[config.mk]
export PLATFORM = sky130hd
export DESIGN_NAME = load_queue
export DESIGN_NICKNAME = d
export VERILOG_FILES = /design/src/rtl/lq_cfg_pkg.sv /design/src/rtl/lq_state_pkg.sv /design/src/rtl/load_queue.sv /design/src/rtl/lq_entry_fsm.sv /design/src/rtl/lq_entry_store.sv /design/src/rtl/lq_free_counter.sv /design/src/rtl/lq_rr_arbiter.sv
export SDC_FILE = /design/constraint.sdc
export NUM_CORES = 1
export LEC_CHECK = 0
export BUFFER_PORTS_ARGS = -buffer_cell sky130_fd_sc_hd__buf_2
export CORE_ASPECT_RATIO = 0.75
export CORE_MARGIN = 5
export CORE_UTILIZATION = 53
export DETAILED_ROUTE_END_ITERATION = 7
export MAX_ROUTING_LAYER = met4
export PLACE_DENSITY_LB_ADDON = 0.05
export SLEW_MARGIN = 25
export SYNTH_ARGS = -nofsm -noshare
export SYNTH_HDL_FRONTEND = slang
export SYNTH_SLANG_ARGS = --single-unit
[constraint.sdc]
create_clock -name clock -period 11.45 [get_ports clock]
set_input_delay 2.29 -clock clock [delete_from_list [all_inputs] [get_ports clock]]
set_output_delay 2.29 -clock clock [all_outputs]
set_load 0.01 [all_outputs]
[src/rtl/lq_cfg_pkg.sv]
`default_nettype none

package lq_cfg_pkg;

  // queue geometry
  localparam int lq_depth = 8;
  localparam int lq_idx_w = 3;
  // loads per cycle, also the number of alu strobe lanes
  localparam int dispatch_lanes = 2;

  // field widths
  localparam int rob_idx_w = 5;
  localparam int prf_idx_w = 6;
  localparam int addr_w = 16;
  localparam int data_w = 32;

  // load size codes
  localparam logic [1:0] size_byte = 2'd0;
  localparam logic [1:0] size_half = 2'd1;
  localparam logic [1:0] size_word = 2'd2;

endpackage

`default_nettype wire

[src/rtl/lq_state_pkg.sv]
`default_nettype none

package lq_state_pkg;

  // life of one load entry
  typedef enum logic [2:0] {
    empty,
    wait_addr,
    wait_cache,
    wait_memory,
    wait_cdb
  } entry_state_t;

endpackage

`default_nettype wire

[src/rtl/load_queue.sv]
`timescale 1ns/1ps
`default_nettype none

module load_queue (
  input  wire                                                          clock,
  input  wire                                                          reset,
  input  wire                                                          squash,
  input  wire [lq_cfg_pkg::dispatch_lanes-1:0]                         dispatch_valid,
  input  wire [lq_cfg_pkg::dispatch_lanes-1:0][lq_cfg_pkg::rob_idx_w-1:0] dispatch_rob,
  input  wire [lq_cfg_pkg::dispatch_lanes-1:0][lq_cfg_pkg::prf_idx_w-1:0] dispatch_prf,
  input  wire [lq_cfg_pkg::dispatch_lanes-1:0][1:0]                    dispatch_size,
  input  wire [lq_cfg_pkg::dispatch_lanes-1:0]                         dispatch_signed,
  input  wire [lq_cfg_pkg::dispatch_lanes-1:0]                         alu_valid,
  input  wire [lq_cfg_pkg::dispatch_lanes-1:0][lq_cfg_pkg::rob_idx_w-1:0] alu_rob,
  input  wire [lq_cfg_pkg::dispatch_lanes-1:0][lq_cfg_pkg::addr_w-1:0] alu_addr,
  input  wire                                                          cache_busy,
  output logic [lq_cfg_pkg::lq_depth-1:0]                              cache_gnt,
  output logic [lq_cfg_pkg::addr_w-1:0]                                cache_addr,
  input  wire                                                          dcache_hit,
  input  wire [lq_cfg_pkg::data_w-1:0]                                 dcache_data,
  input  wire [lq_cfg_pkg::lq_depth-1:0]                               memory_response,
  input  wire [lq_cfg_pkg::data_w-1:0]                                 memory_data,
  output logic [lq_cfg_pkg::lq_idx_w:0]                                free_space,
  output logic                                                         cdb_valid,
  output logic [lq_cfg_pkg::rob_idx_w-1:0]                             cdb_rob,
  output logic [lq_cfg_pkg::prf_idx_w-1:0]                             cdb_prf,
  output logic [lq_cfg_pkg::data_w-1:0]                                cdb_data
);

  logic [lq_cfg_pkg::lq_depth-1:0] alloc_first;
  logic [lq_cfg_pkg::lq_depth-1:0] alloc_second;
  logic [lq_cfg_pkg::lq_depth-1:0] occupied;
  logic [lq_cfg_pkg::lq_depth-1:0] addr_valid;
  logic [lq_cfg_pkg::lq_depth-1:0] cache_req;
  logic [lq_cfg_pkg::lq_depth-1:0] cdb_req;
  logic [lq_cfg_pkg::lq_depth-1:0] cdb_gnt;

  lq_entry_fsm fsm_i (
    .clock, .reset, .squash, .dispatch_valid, .addr_valid, .cache_busy,
    .cache_gnt, .dcache_hit, .memory_response, .cdb_gnt,
    .alloc_first, .alloc_second, .occupied, .cache_req, .cdb_req
  );

  lq_free_counter counter_i (
    .clock, .reset, .squash, .alloc_first, .alloc_second, .cdb_gnt, .free_space
  );

  // one arbiter per shared resource
  lq_rr_arbiter #(.width(lq_cfg_pkg::lq_depth)) cache_arb_i (
    .clock, .reset, .req(cache_req), .gnt(cache_gnt)
  );

  lq_rr_arbiter #(.width(lq_cfg_pkg::lq_depth)) cdb_arb_i (
    .clock, .reset, .req(cdb_req), .gnt(cdb_gnt)
  );

  lq_entry_store store_i (
    .clock, .reset, .squash, .alloc_first, .alloc_second, .occupied,
    .dispatch_rob, .dispatch_prf, .dispatch_size, .dispatch_signed,
    .alu_valid, .alu_rob, .alu_addr, .cache_gnt, .dcache_hit, .dcache_data,
    .memory_response, .memory_data, .cdb_gnt,
    .addr_valid, .cache_addr, .cdb_rob, .cdb_prf, .cdb_data
  );

  // bus strobe
  assign cdb_valid = |cdb_gnt;

endmodule

`default_nettype wire

[src/rtl/lq_entry_fsm.sv]
`timescale 1ns/1ps
`default_nettype none

module lq_entry_fsm (
  input  wire                                      clock,
  input  wire                                      reset,
  input  wire                                      squash,
  input  wire [lq_cfg_pkg::dispatch_lanes-1:0]     dispatch_valid,
  input  wire [lq_cfg_pkg::lq_depth-1:0]           addr_valid,
  input  wire                                      cache_busy,
  input  wire [lq_cfg_pkg::lq_depth-1:0]           cache_gnt,
  input  wire                                      dcache_hit,
  input  wire [lq_cfg_pkg::lq_depth-1:0]           memory_response,
  input  wire [lq_cfg_pkg::lq_depth-1:0]           cdb_gnt,
  output logic [lq_cfg_pkg::lq_depth-1:0]          alloc_first,
  output logic [lq_cfg_pkg::lq_depth-1:0]          alloc_second,
  output logic [lq_cfg_pkg::lq_depth-1:0]          occupied,
  output logic [lq_cfg_pkg::lq_depth-1:0]          cache_req,
  output logic [lq_cfg_pkg::lq_depth-1:0]          cdb_req
);

  lq_state_pkg::entry_state_t state [lq_cfg_pkg::lq_depth];
  lq_state_pkg::entry_state_t next_state [lq_cfg_pkg::lq_depth];
  logic [lq_cfg_pkg::lq_depth-1:0] free_mask;
  logic [lq_cfg_pkg::lq_depth-1:0] lowest_free;
  logic [lq_cfg_pkg::lq_depth-1:0] second_pool;

  ////////////////////
  // dispatch slot selection

  always_comb begin
    for (int i = 0; i < lq_cfg_pkg::lq_depth; i++) begin
      free_mask[i] = (state[i] == lq_state_pkg::empty);
      occupied[i] = ~free_mask[i];
      cache_req[i] = (state[i] == lq_state_pkg::wait_cache) && !cache_busy;
      cdb_req[i] = (state[i] == lq_state_pkg::wait_cdb);
    end
  end

  // isolate lowest set bit
  assign lowest_free = free_mask & (~free_mask + 1'b1);
  assign alloc_first = dispatch_valid[0] ? lowest_free : '0;
  assign second_pool = free_mask & ~alloc_first;

  // lane one goes to the top free slot
  always_comb begin
    alloc_second = '0;
    for (int i = 0; i < lq_cfg_pkg::lq_depth; i++) begin
      if (dispatch_valid[1] && second_pool[i]) begin
        alloc_second = '0;
        alloc_second[i] = 1'b1;
      end
    end
  end

  ////////////////////
  // per-entry state machines

  always_comb begin
    for (int i = 0; i < lq_cfg_pkg::lq_depth; i++) begin
      next_state[i] = state[i];
      case (state[i])
        lq_state_pkg::empty:
          if (alloc_first[i] || alloc_second[i]) next_state[i] = lq_state_pkg::wait_addr;
        lq_state_pkg::wait_addr:
          if (addr_valid[i]) next_state[i] = lq_state_pkg::wait_cache;
        lq_state_pkg::wait_cache:
          if (cache_gnt[i]) begin
            next_state[i] = dcache_hit ? lq_state_pkg::wait_cdb : lq_state_pkg::wait_memory;
          end
        lq_state_pkg::wait_memory:
          if (memory_response[i]) next_state[i] = lq_state_pkg::wait_cdb;
        lq_state_pkg::wait_cdb:
          if (cdb_gnt[i]) next_state[i] = lq_state_pkg::empty;
        default: next_state[i] = lq_state_pkg::empty;
      endcase
    end
  end

  always_ff @(posedge clock) begin
    for (int i = 0; i < lq_cfg_pkg::lq_depth; i++) begin
      if (reset || squash) begin
        state[i] <= lq_state_pkg::empty;
      end else begin
        state[i] <= next_state[i];
      end
    end
  end

endmodule

`default_nettype wire

[src/rtl/lq_entry_store.sv]
`timescale 1ns/1ps
`default_nettype none

module lq_entry_store (
  input  wire                                                          clock,
  input  wire                                                          reset,
  input  wire                                                          squash,
  input  wire [lq_cfg_pkg::lq_depth-1:0]                               alloc_first,
  input  wire [lq_cfg_pkg::lq_depth-1:0]                               alloc_second,
  input  wire [lq_cfg_pkg::lq_depth-1:0]                               occupied,
  input  wire [lq_cfg_pkg::dispatch_lanes-1:0][lq_cfg_pkg::rob_idx_w-1:0] dispatch_rob,
  input  wire [lq_cfg_pkg::dispatch_lanes-1:0][lq_cfg_pkg::prf_idx_w-1:0] dispatch_prf,
  input  wire [lq_cfg_pkg::dispatch_lanes-1:0][1:0]                    dispatch_size,
  input  wire [lq_cfg_pkg::dispatch_lanes-1:0]                         dispatch_signed,
  input  wire [lq_cfg_pkg::dispatch_lanes-1:0]                         alu_valid,
  input  wire [lq_cfg_pkg::dispatch_lanes-1:0][lq_cfg_pkg::rob_idx_w-1:0] alu_rob,
  input  wire [lq_cfg_pkg::dispatch_lanes-1:0][lq_cfg_pkg::addr_w-1:0] alu_addr,
  input  wire [lq_cfg_pkg::lq_depth-1:0]                               cache_gnt,
  input  wire                                                          dcache_hit,
  input  wire [lq_cfg_pkg::data_w-1:0]                                 dcache_data,
  input  wire [lq_cfg_pkg::lq_depth-1:0]                               memory_response,
  input  wire [lq_cfg_pkg::data_w-1:0]                                 memory_data,
  input  wire [lq_cfg_pkg::lq_depth-1:0]                               cdb_gnt,
  output logic [lq_cfg_pkg::lq_depth-1:0]                              addr_valid,
  output logic [lq_cfg_pkg::addr_w-1:0]                                cache_addr,
  output logic [lq_cfg_pkg::rob_idx_w-1:0]                             cdb_rob,
  output logic [lq_cfg_pkg::prf_idx_w-1:0]                             cdb_prf,
  output logic [lq_cfg_pkg::data_w-1:0]                                cdb_data
);

  logic [lq_cfg_pkg::rob_idx_w-1:0] rob_q [lq_cfg_pkg::lq_depth];
  logic [lq_cfg_pkg::prf_idx_w-1:0] prf_q [lq_cfg_pkg::lq_depth];
  logic [1:0] size_q [lq_cfg_pkg::lq_depth];
  logic [lq_cfg_pkg::lq_depth-1:0] signed_q;
  logic [lq_cfg_pkg::addr_w-1:0] addr_q [lq_cfg_pkg::lq_depth];
  logic [lq_cfg_pkg::data_w-1:0] word_q [lq_cfg_pkg::lq_depth];

  logic [lq_cfg_pkg::lq_depth-1:0] addr_match;
  logic [lq_cfg_pkg::addr_w-1:0] match_addr [lq_cfg_pkg::lq_depth];

  logic [1:0] sel_addr;
  logic [lq_cfg_pkg::data_w-1:0] sel_word;
  logic [1:0] sel_size;
  logic sel_signed;
  logic [lq_cfg_pkg::data_w-1:0] shifted;

  ////////////////////
  // alu address match

  // lane 0 wins if both lanes hit one entry
  always_comb begin
    for (int i = 0; i < lq_cfg_pkg::lq_depth; i++) begin
      addr_match[i] = 1'b0;
      match_addr[i] = '0;
      for (int l = lq_cfg_pkg::dispatch_lanes - 1; l >= 0; l--) begin
        if (alu_valid[l] && occupied[i] && !addr_valid[i] && alu_rob[l] == rob_q[i]) begin
          addr_match[i] = 1'b1;
          match_addr[i] = alu_addr[l];
        end
      end
    end
  end

  always_ff @(posedge clock) begin
    if (reset || squash) begin
      addr_valid <= '0;
    end else begin
      for (int i = 0; i < lq_cfg_pkg::lq_depth; i++) begin
        if (alloc_first[i] || alloc_second[i] || cdb_gnt[i]) begin
          addr_valid[i] <= 1'b0;
        end else if (addr_match[i]) begin
          addr_valid[i] <= 1'b1;
        end
      end
    end
  end

  ////////////////////
  // payload fields

  always_ff @(posedge clock) begin
    for (int i = 0; i < lq_cfg_pkg::lq_depth; i++) begin
      if (alloc_first[i]) begin
        rob_q[i] <= dispatch_rob[0];
        prf_q[i] <= dispatch_prf[0];
        size_q[i] <= dispatch_size[0];
        signed_q[i] <= dispatch_signed[0];
      end else if (alloc_second[i]) begin
        rob_q[i] <= dispatch_rob[1];
        prf_q[i] <= dispatch_prf[1];
        size_q[i] <= dispatch_size[1];
        signed_q[i] <= dispatch_signed[1];
      end
      if (addr_match[i]) addr_q[i] <= match_addr[i];
      // raw word from cache hit or memory fill
      if (cache_gnt[i] && dcache_hit) begin
        word_q[i] <= dcache_data;
      end else if (memory_response[i]) begin
        word_q[i] <= memory_data;
      end
    end
  end

  ////////////////////
  // cache and bus muxes

  always_comb begin
    cache_addr = '0;
    cdb_rob = '0;
    cdb_prf = '0;
    sel_addr = '0;
    sel_word = '0;
    sel_size = '0;
    sel_signed = 1'b0;
    for (int i = 0; i < lq_cfg_pkg::lq_depth; i++) begin
      if (cache_gnt[i]) cache_addr = addr_q[i];
      if (cdb_gnt[i]) begin
        cdb_rob = rob_q[i];
        cdb_prf = prf_q[i];
        sel_addr = addr_q[i][1:0];
        sel_word = word_q[i];
        sel_size = size_q[i];
        sel_signed = signed_q[i];
      end
    end
  end

  // byte lane select then sign or zero extension
  assign shifted = sel_word >> {sel_addr, 3'b000};

  always_comb begin
    case (sel_size)
      lq_cfg_pkg::size_byte:
        cdb_data = {{(lq_cfg_pkg::data_w-8){sel_signed & shifted[7]}}, shifted[7:0]};
      lq_cfg_pkg::size_half:
        cdb_data = {{(lq_cfg_pkg::data_w-16){sel_signed & shifted[15]}}, shifted[15:0]};
      default:
        cdb_data = shifted;
    endcase
  end

endmodule

`default_nettype wire

[src/rtl/lq_free_counter.sv]
`timescale 1ns/1ps
`default_nettype none

module lq_free_counter (
  input  wire                                   clock,
  input  wire                                   reset,
  input  wire                                   squash,
  input  wire [lq_cfg_pkg::lq_depth-1:0]        alloc_first,
  input  wire [lq_cfg_pkg::lq_depth-1:0]        alloc_second,
  input  wire [lq_cfg_pkg::lq_depth-1:0]        cdb_gnt,
  output logic [lq_cfg_pkg::lq_idx_w:0]         free_space
);

  logic [lq_cfg_pkg::lq_idx_w:0] taken;
  logic [lq_cfg_pkg::lq_idx_w:0] released;

  // at most one slot per lane, one slot freed by the bus
  always_comb begin
    taken = {{lq_cfg_pkg::lq_idx_w{1'b0}}, |alloc_first};
    taken = taken + {{lq_cfg_pkg::lq_idx_w{1'b0}}, |alloc_second};
    released = {{lq_cfg_pkg::lq_idx_w{1'b0}}, |cdb_gnt};
  end

  always_ff @(posedge clock) begin
    if (reset || squash) begin
      free_space <= (lq_cfg_pkg::lq_idx_w + 1)'(lq_cfg_pkg::lq_depth);
    end else begin
      free_space <= free_space - taken + released;
    end
  end

endmodule

`default_nettype wire

[src/rtl/lq_rr_arbiter.sv]
`timescale 1ns/1ps
`default_nettype none

module lq_rr_arbiter #(
  parameter int width = lq_cfg_pkg::lq_depth
) (
  input  wire               clock,
  input  wire               reset,
  input  wire [width-1:0]   req,
  output logic [width-1:0]  gnt
);

  // bits strictly above the last grant
  logic [width-1:0] mask;
  logic [width-1:0] masked_req;
  logic [width-1:0] masked_gnt;
  logic [width-1:0] plain_gnt;

  assign masked_req = req & mask;

  // lowest set bit of each request set
  assign masked_gnt = masked_req & (~masked_req + {{(width-1){1'b0}}, 1'b1});
  assign plain_gnt = req & (~req + {{(width-1){1'b0}}, 1'b1});

  // wrap to the bottom when nothing sits above the pointer
  assign gnt = (|masked_req) ? masked_gnt : plain_gnt;

  ////////////////////
  // pointer update

  always_ff @(posedge clock) begin
    if (reset) begin
      // empty mask so the first pick is the lowest requester
      mask <= '0;
    end else if (|gnt) begin
      mask <= ~(gnt | (gnt - {{(width-1){1'b0}}, 1'b1}));
    end
  end

endmodule

`default_nettype wire

==> out/metrics.csv <==
stage,metric,value,unit
pwr,total_power,4.48,mW
cts,cts_hold_buf,0,
setup_path,path_max_fanout,42,
setup_path,worstPathArrival,5.75,ns
cts,worst_skew_pair.late_latency,0.63,ns
placement,port_buffers,222,
placement,place_hpwl,64500,µm
cells_and_area,syn_to_final_growth,12.5,%
global_routing,grt.total_usage,33.2,%
cells_and_area,drive_gt1_share,33.0,%
pwr,ir_drop,0.000136,V
timing,rsz0062_at_grt,no,
route,postRouteWirelength,101000,µm
route,met2_length,44000,µm
timing,clock_skew,0.0287,ns
pwr,p_leak,11.6,nW
cts,clk_transition_reported_paths,0.06,ns
global_routing,grt_pass1_wl,148000,µm
cells_and_area,seq_area,0.0159,mm²
cells_and_area,final_util,60.6,%
synth,ys_seq_elements,546,
timing,setup_viol,0,
setup_path,start_kind,flop,
setup_path,end_kind,output pin,
cells_and_area,final_cell_mix,"edfxtp_1, mux2_2, buf_2, nand2_1, a22o_1",
route,first_pass_iters,7,
timing,tightest_slew,1.13,ns
synth,ys.flop_type,edfxtp_1,
global_routing,grt_pass1_vias,22000,
floorplan,die_x,283,µm
synth,synth_cell_types,99,
floorplan,rows,74,
cts,root_buffer,clkbuf_16,
floorplan,core,0.0548,mm²
floorplan,ioPinCount,223,
synth,syn_nets,2550,
setup_path,required,9.16,ns
timing,fmax,124,MHz
route,topRoutingLayerUsed,met4,
route,wl_met3,10900,µm
global_routing,grt_max_degree,47,
synth,syn_area,0.0295,mm²
cts,cts-htree-levels,2,
route,drt-met1-wl,44000,µm
route,vias,22700,
worst_hold_path,hold_path.class,reg -> reg,
timing,max-slew-margin-rel,24.9,%
timing,timing.final.max_slew_violations,0,
synth,avgSynthCellArea,12.3,µm²
cts,tritoncts,built,
synth,async_reset_ff_share,0,%
synth,synth_edf_count,496,
cells_and_area,mostFrequentLayoutCell,edfxtp_1,
global_routing,grt-ovfl-total,0,
floorplan,start_util,53.9,%
cells_and_area,multiInputGateArea,0.0129,mm²
floorplan,die_h,214,µm
cts,clock_sinks,546,
cts,post_cts_resized,0,
timing,period_needed,8.04,ns
outcome,status,"complete, no violations",
setup_path,critPathKind,reg -> out,
cts,cts_buffer_depth,3,
cells_and_area,fin_nets,2683,
synth,netlist_instances,2392,
job,drv_cap,0,
timing,finalCritPeriodShare,70.3,%
placement,gp_congestion,0.961,
timing,fin_hold_ws,0.477,ns
route,drc,0,
route,wire_per_inst,30.5,µm
floorplan,dieArea,0.0606,mm²
cts,cts_buffers,54,
cts,post_cts_buffers,0,
route,via_per_inst,6.85,
synth,ys.warnings.count,0,
synth,yosysSeqAreaShare,53.8,%
timing,hold_viol,0,
timing,finalSetupTns,0,ns
route,drtIter0Drc,3389,
cells_and_area,fillers,4481,
global_routing,antenna_found_initial,13,
route,antenna_left,0,
pwr,power_density,135,mW/mm²
## worst max-delay path, cell delays in order, from the launching register on
cell and delay, ns:
dfxtp_1 0.56, nor4bb_1 0.67, nor3_2 0.09, buf_4 0.23
a31o_2 0.40, and2_2 0.36, buf_4 0.34, a221oi_1 0.42
o211a_2 0.78, nor3_2 0.17, a211oi_4 0.75, o32ai_1 0.16
buf_2 0.18
## metal layers
metal	vias to the layer above	track usage, %
met5	-	-
met4	0	6.75
met3	153	6.30
met2	1358	47.1
met1	11400	50.2
li1	9759	-
## logic make-up (layout without fill, tap and decap cells)
logic type	Yosys count	in the layout	share of synthesized area [%]
xor+xnor	83	83	2.46
simple gates	555	555	10.1
other cells	0	15	0
fa+ha+maj	8	8	0.356
compound gates	576	576	15.0
flops	546	546	53.8
mux	396	396	15.1
buf+inv	228	406	3.22
## per-stage QoR
| stage | setup slack [ns] | cell area (µm²) | cells |
|---|---|---|---|
| after floorplan | 4.90 | 29500 | 2392 |
| after global placement | 3.80 | 31400 | 3191 |
| after detailed placement | 3.83 | 31400 | 3191 |
| after CTS | 3.57 | 33200 | 3292 |
| after global routing | 3.17 | 33200 | 3306 |
| final | 3.41 | 33200 | 3307 |
## layout make-up
class,instances,area share (%)
inverters,14,0.158
repair buffers,291,4.90
clock buffers,71,4.44
multi-input cells,1618,38.9
diodes,15,0.113
flip-flops and latches,546,47.8
clock inverters,30,0.930
well taps,722,2.72
## flip-flops by register name, summed over array words and instances, names as in the netlist, 8 cells and up
name / flops
store_i.word_q: 256
store_i.addr_q: 128
store_i.prf_q: 48
store_i.rob_q: 40
fsm_i.state: 24
store_i.size_q: 16
store_i.addr_valid: 8
store_i.signed_q: 8
## worst paths after layout
| check | cells after the start | slack (ns) | from | to |
|---|---|---|---|---|
| setup / recovery | 12 | 3.41 | fsm_i.state[1][11] | cdb_data[18] |
| hold / removal | 2 | 0.48 | cdb_arb_i.mask[3] | cdb_arb_i.mask[3] |
| setup reg to reg | 14 | 5.98 | fsm_i.state[1][11] | counter_i.free_space[2] |
| hold reg to reg | 2 | 0.48 | cdb_arb_i.mask[3] | cdb_arb_i.mask[3] |
## power breakdown
group | leakage (nW) | total, mW | switching [mW] | internal, mW
combinational | 5.40 | 0.337 | 0.195 | 0.141
clock | 0.880 | 1.84 | 0.797 | 1.04
sequential | 5.28 | 2.30 | 0.0324 | 2.27
total | 11.6 | 4.48 | 1.02 | 3.45
## synth_stat cells, types with 8 or more instances
library cell | instances | area share, %
o22ai_1 | 25 | 0.53
nor3_1 | 70 | 1.2
a222oi_1 | 38 | 1.3
nand2_1 | 136 | 1.7
xnor2_1 | 64 | 1.9
a211oi_1 | 17 | 0.43
xor2_1 | 19 | 0.56
nand3_1 | 35 | 0.59
or3_1 | 15 | 0.32
mux2i_1 | 25 | 0.85
nor4_1 | 9 | 0.19
inv_1 | 14 | 0.18
buf_1 | 54 | 0.69
a41oi_1 | 8 | 0.24
a221oi_1 | 24 | 0.71
dfxtp_1 | 50 | 3.4
a31oi_1 | 19 | 0.40
buf_2 | 40 | 0.68
edfxtp_1 | 496 | 50
a31o_2 | 10 | 0.30
a22oi_1 | 88 | 2.2
a21oi_1 | 79 | 1.3
o21ai_0 | 53 | 0.90
nand4_1 | 50 | 1.1
a22o_1 | 121 | 3.6
nor3b_1 | 8 | 0.20
nor2_1 | 122 | 1.6
a21bo_2 | 8 | 0.27
mux2_2 | 367 | 14
and2_1 | 10 | 0.21
nand2b_1 | 20 | 0.42
clkbuf_1 | 113 | 1.4
Power figures use the tool's default switching activity.
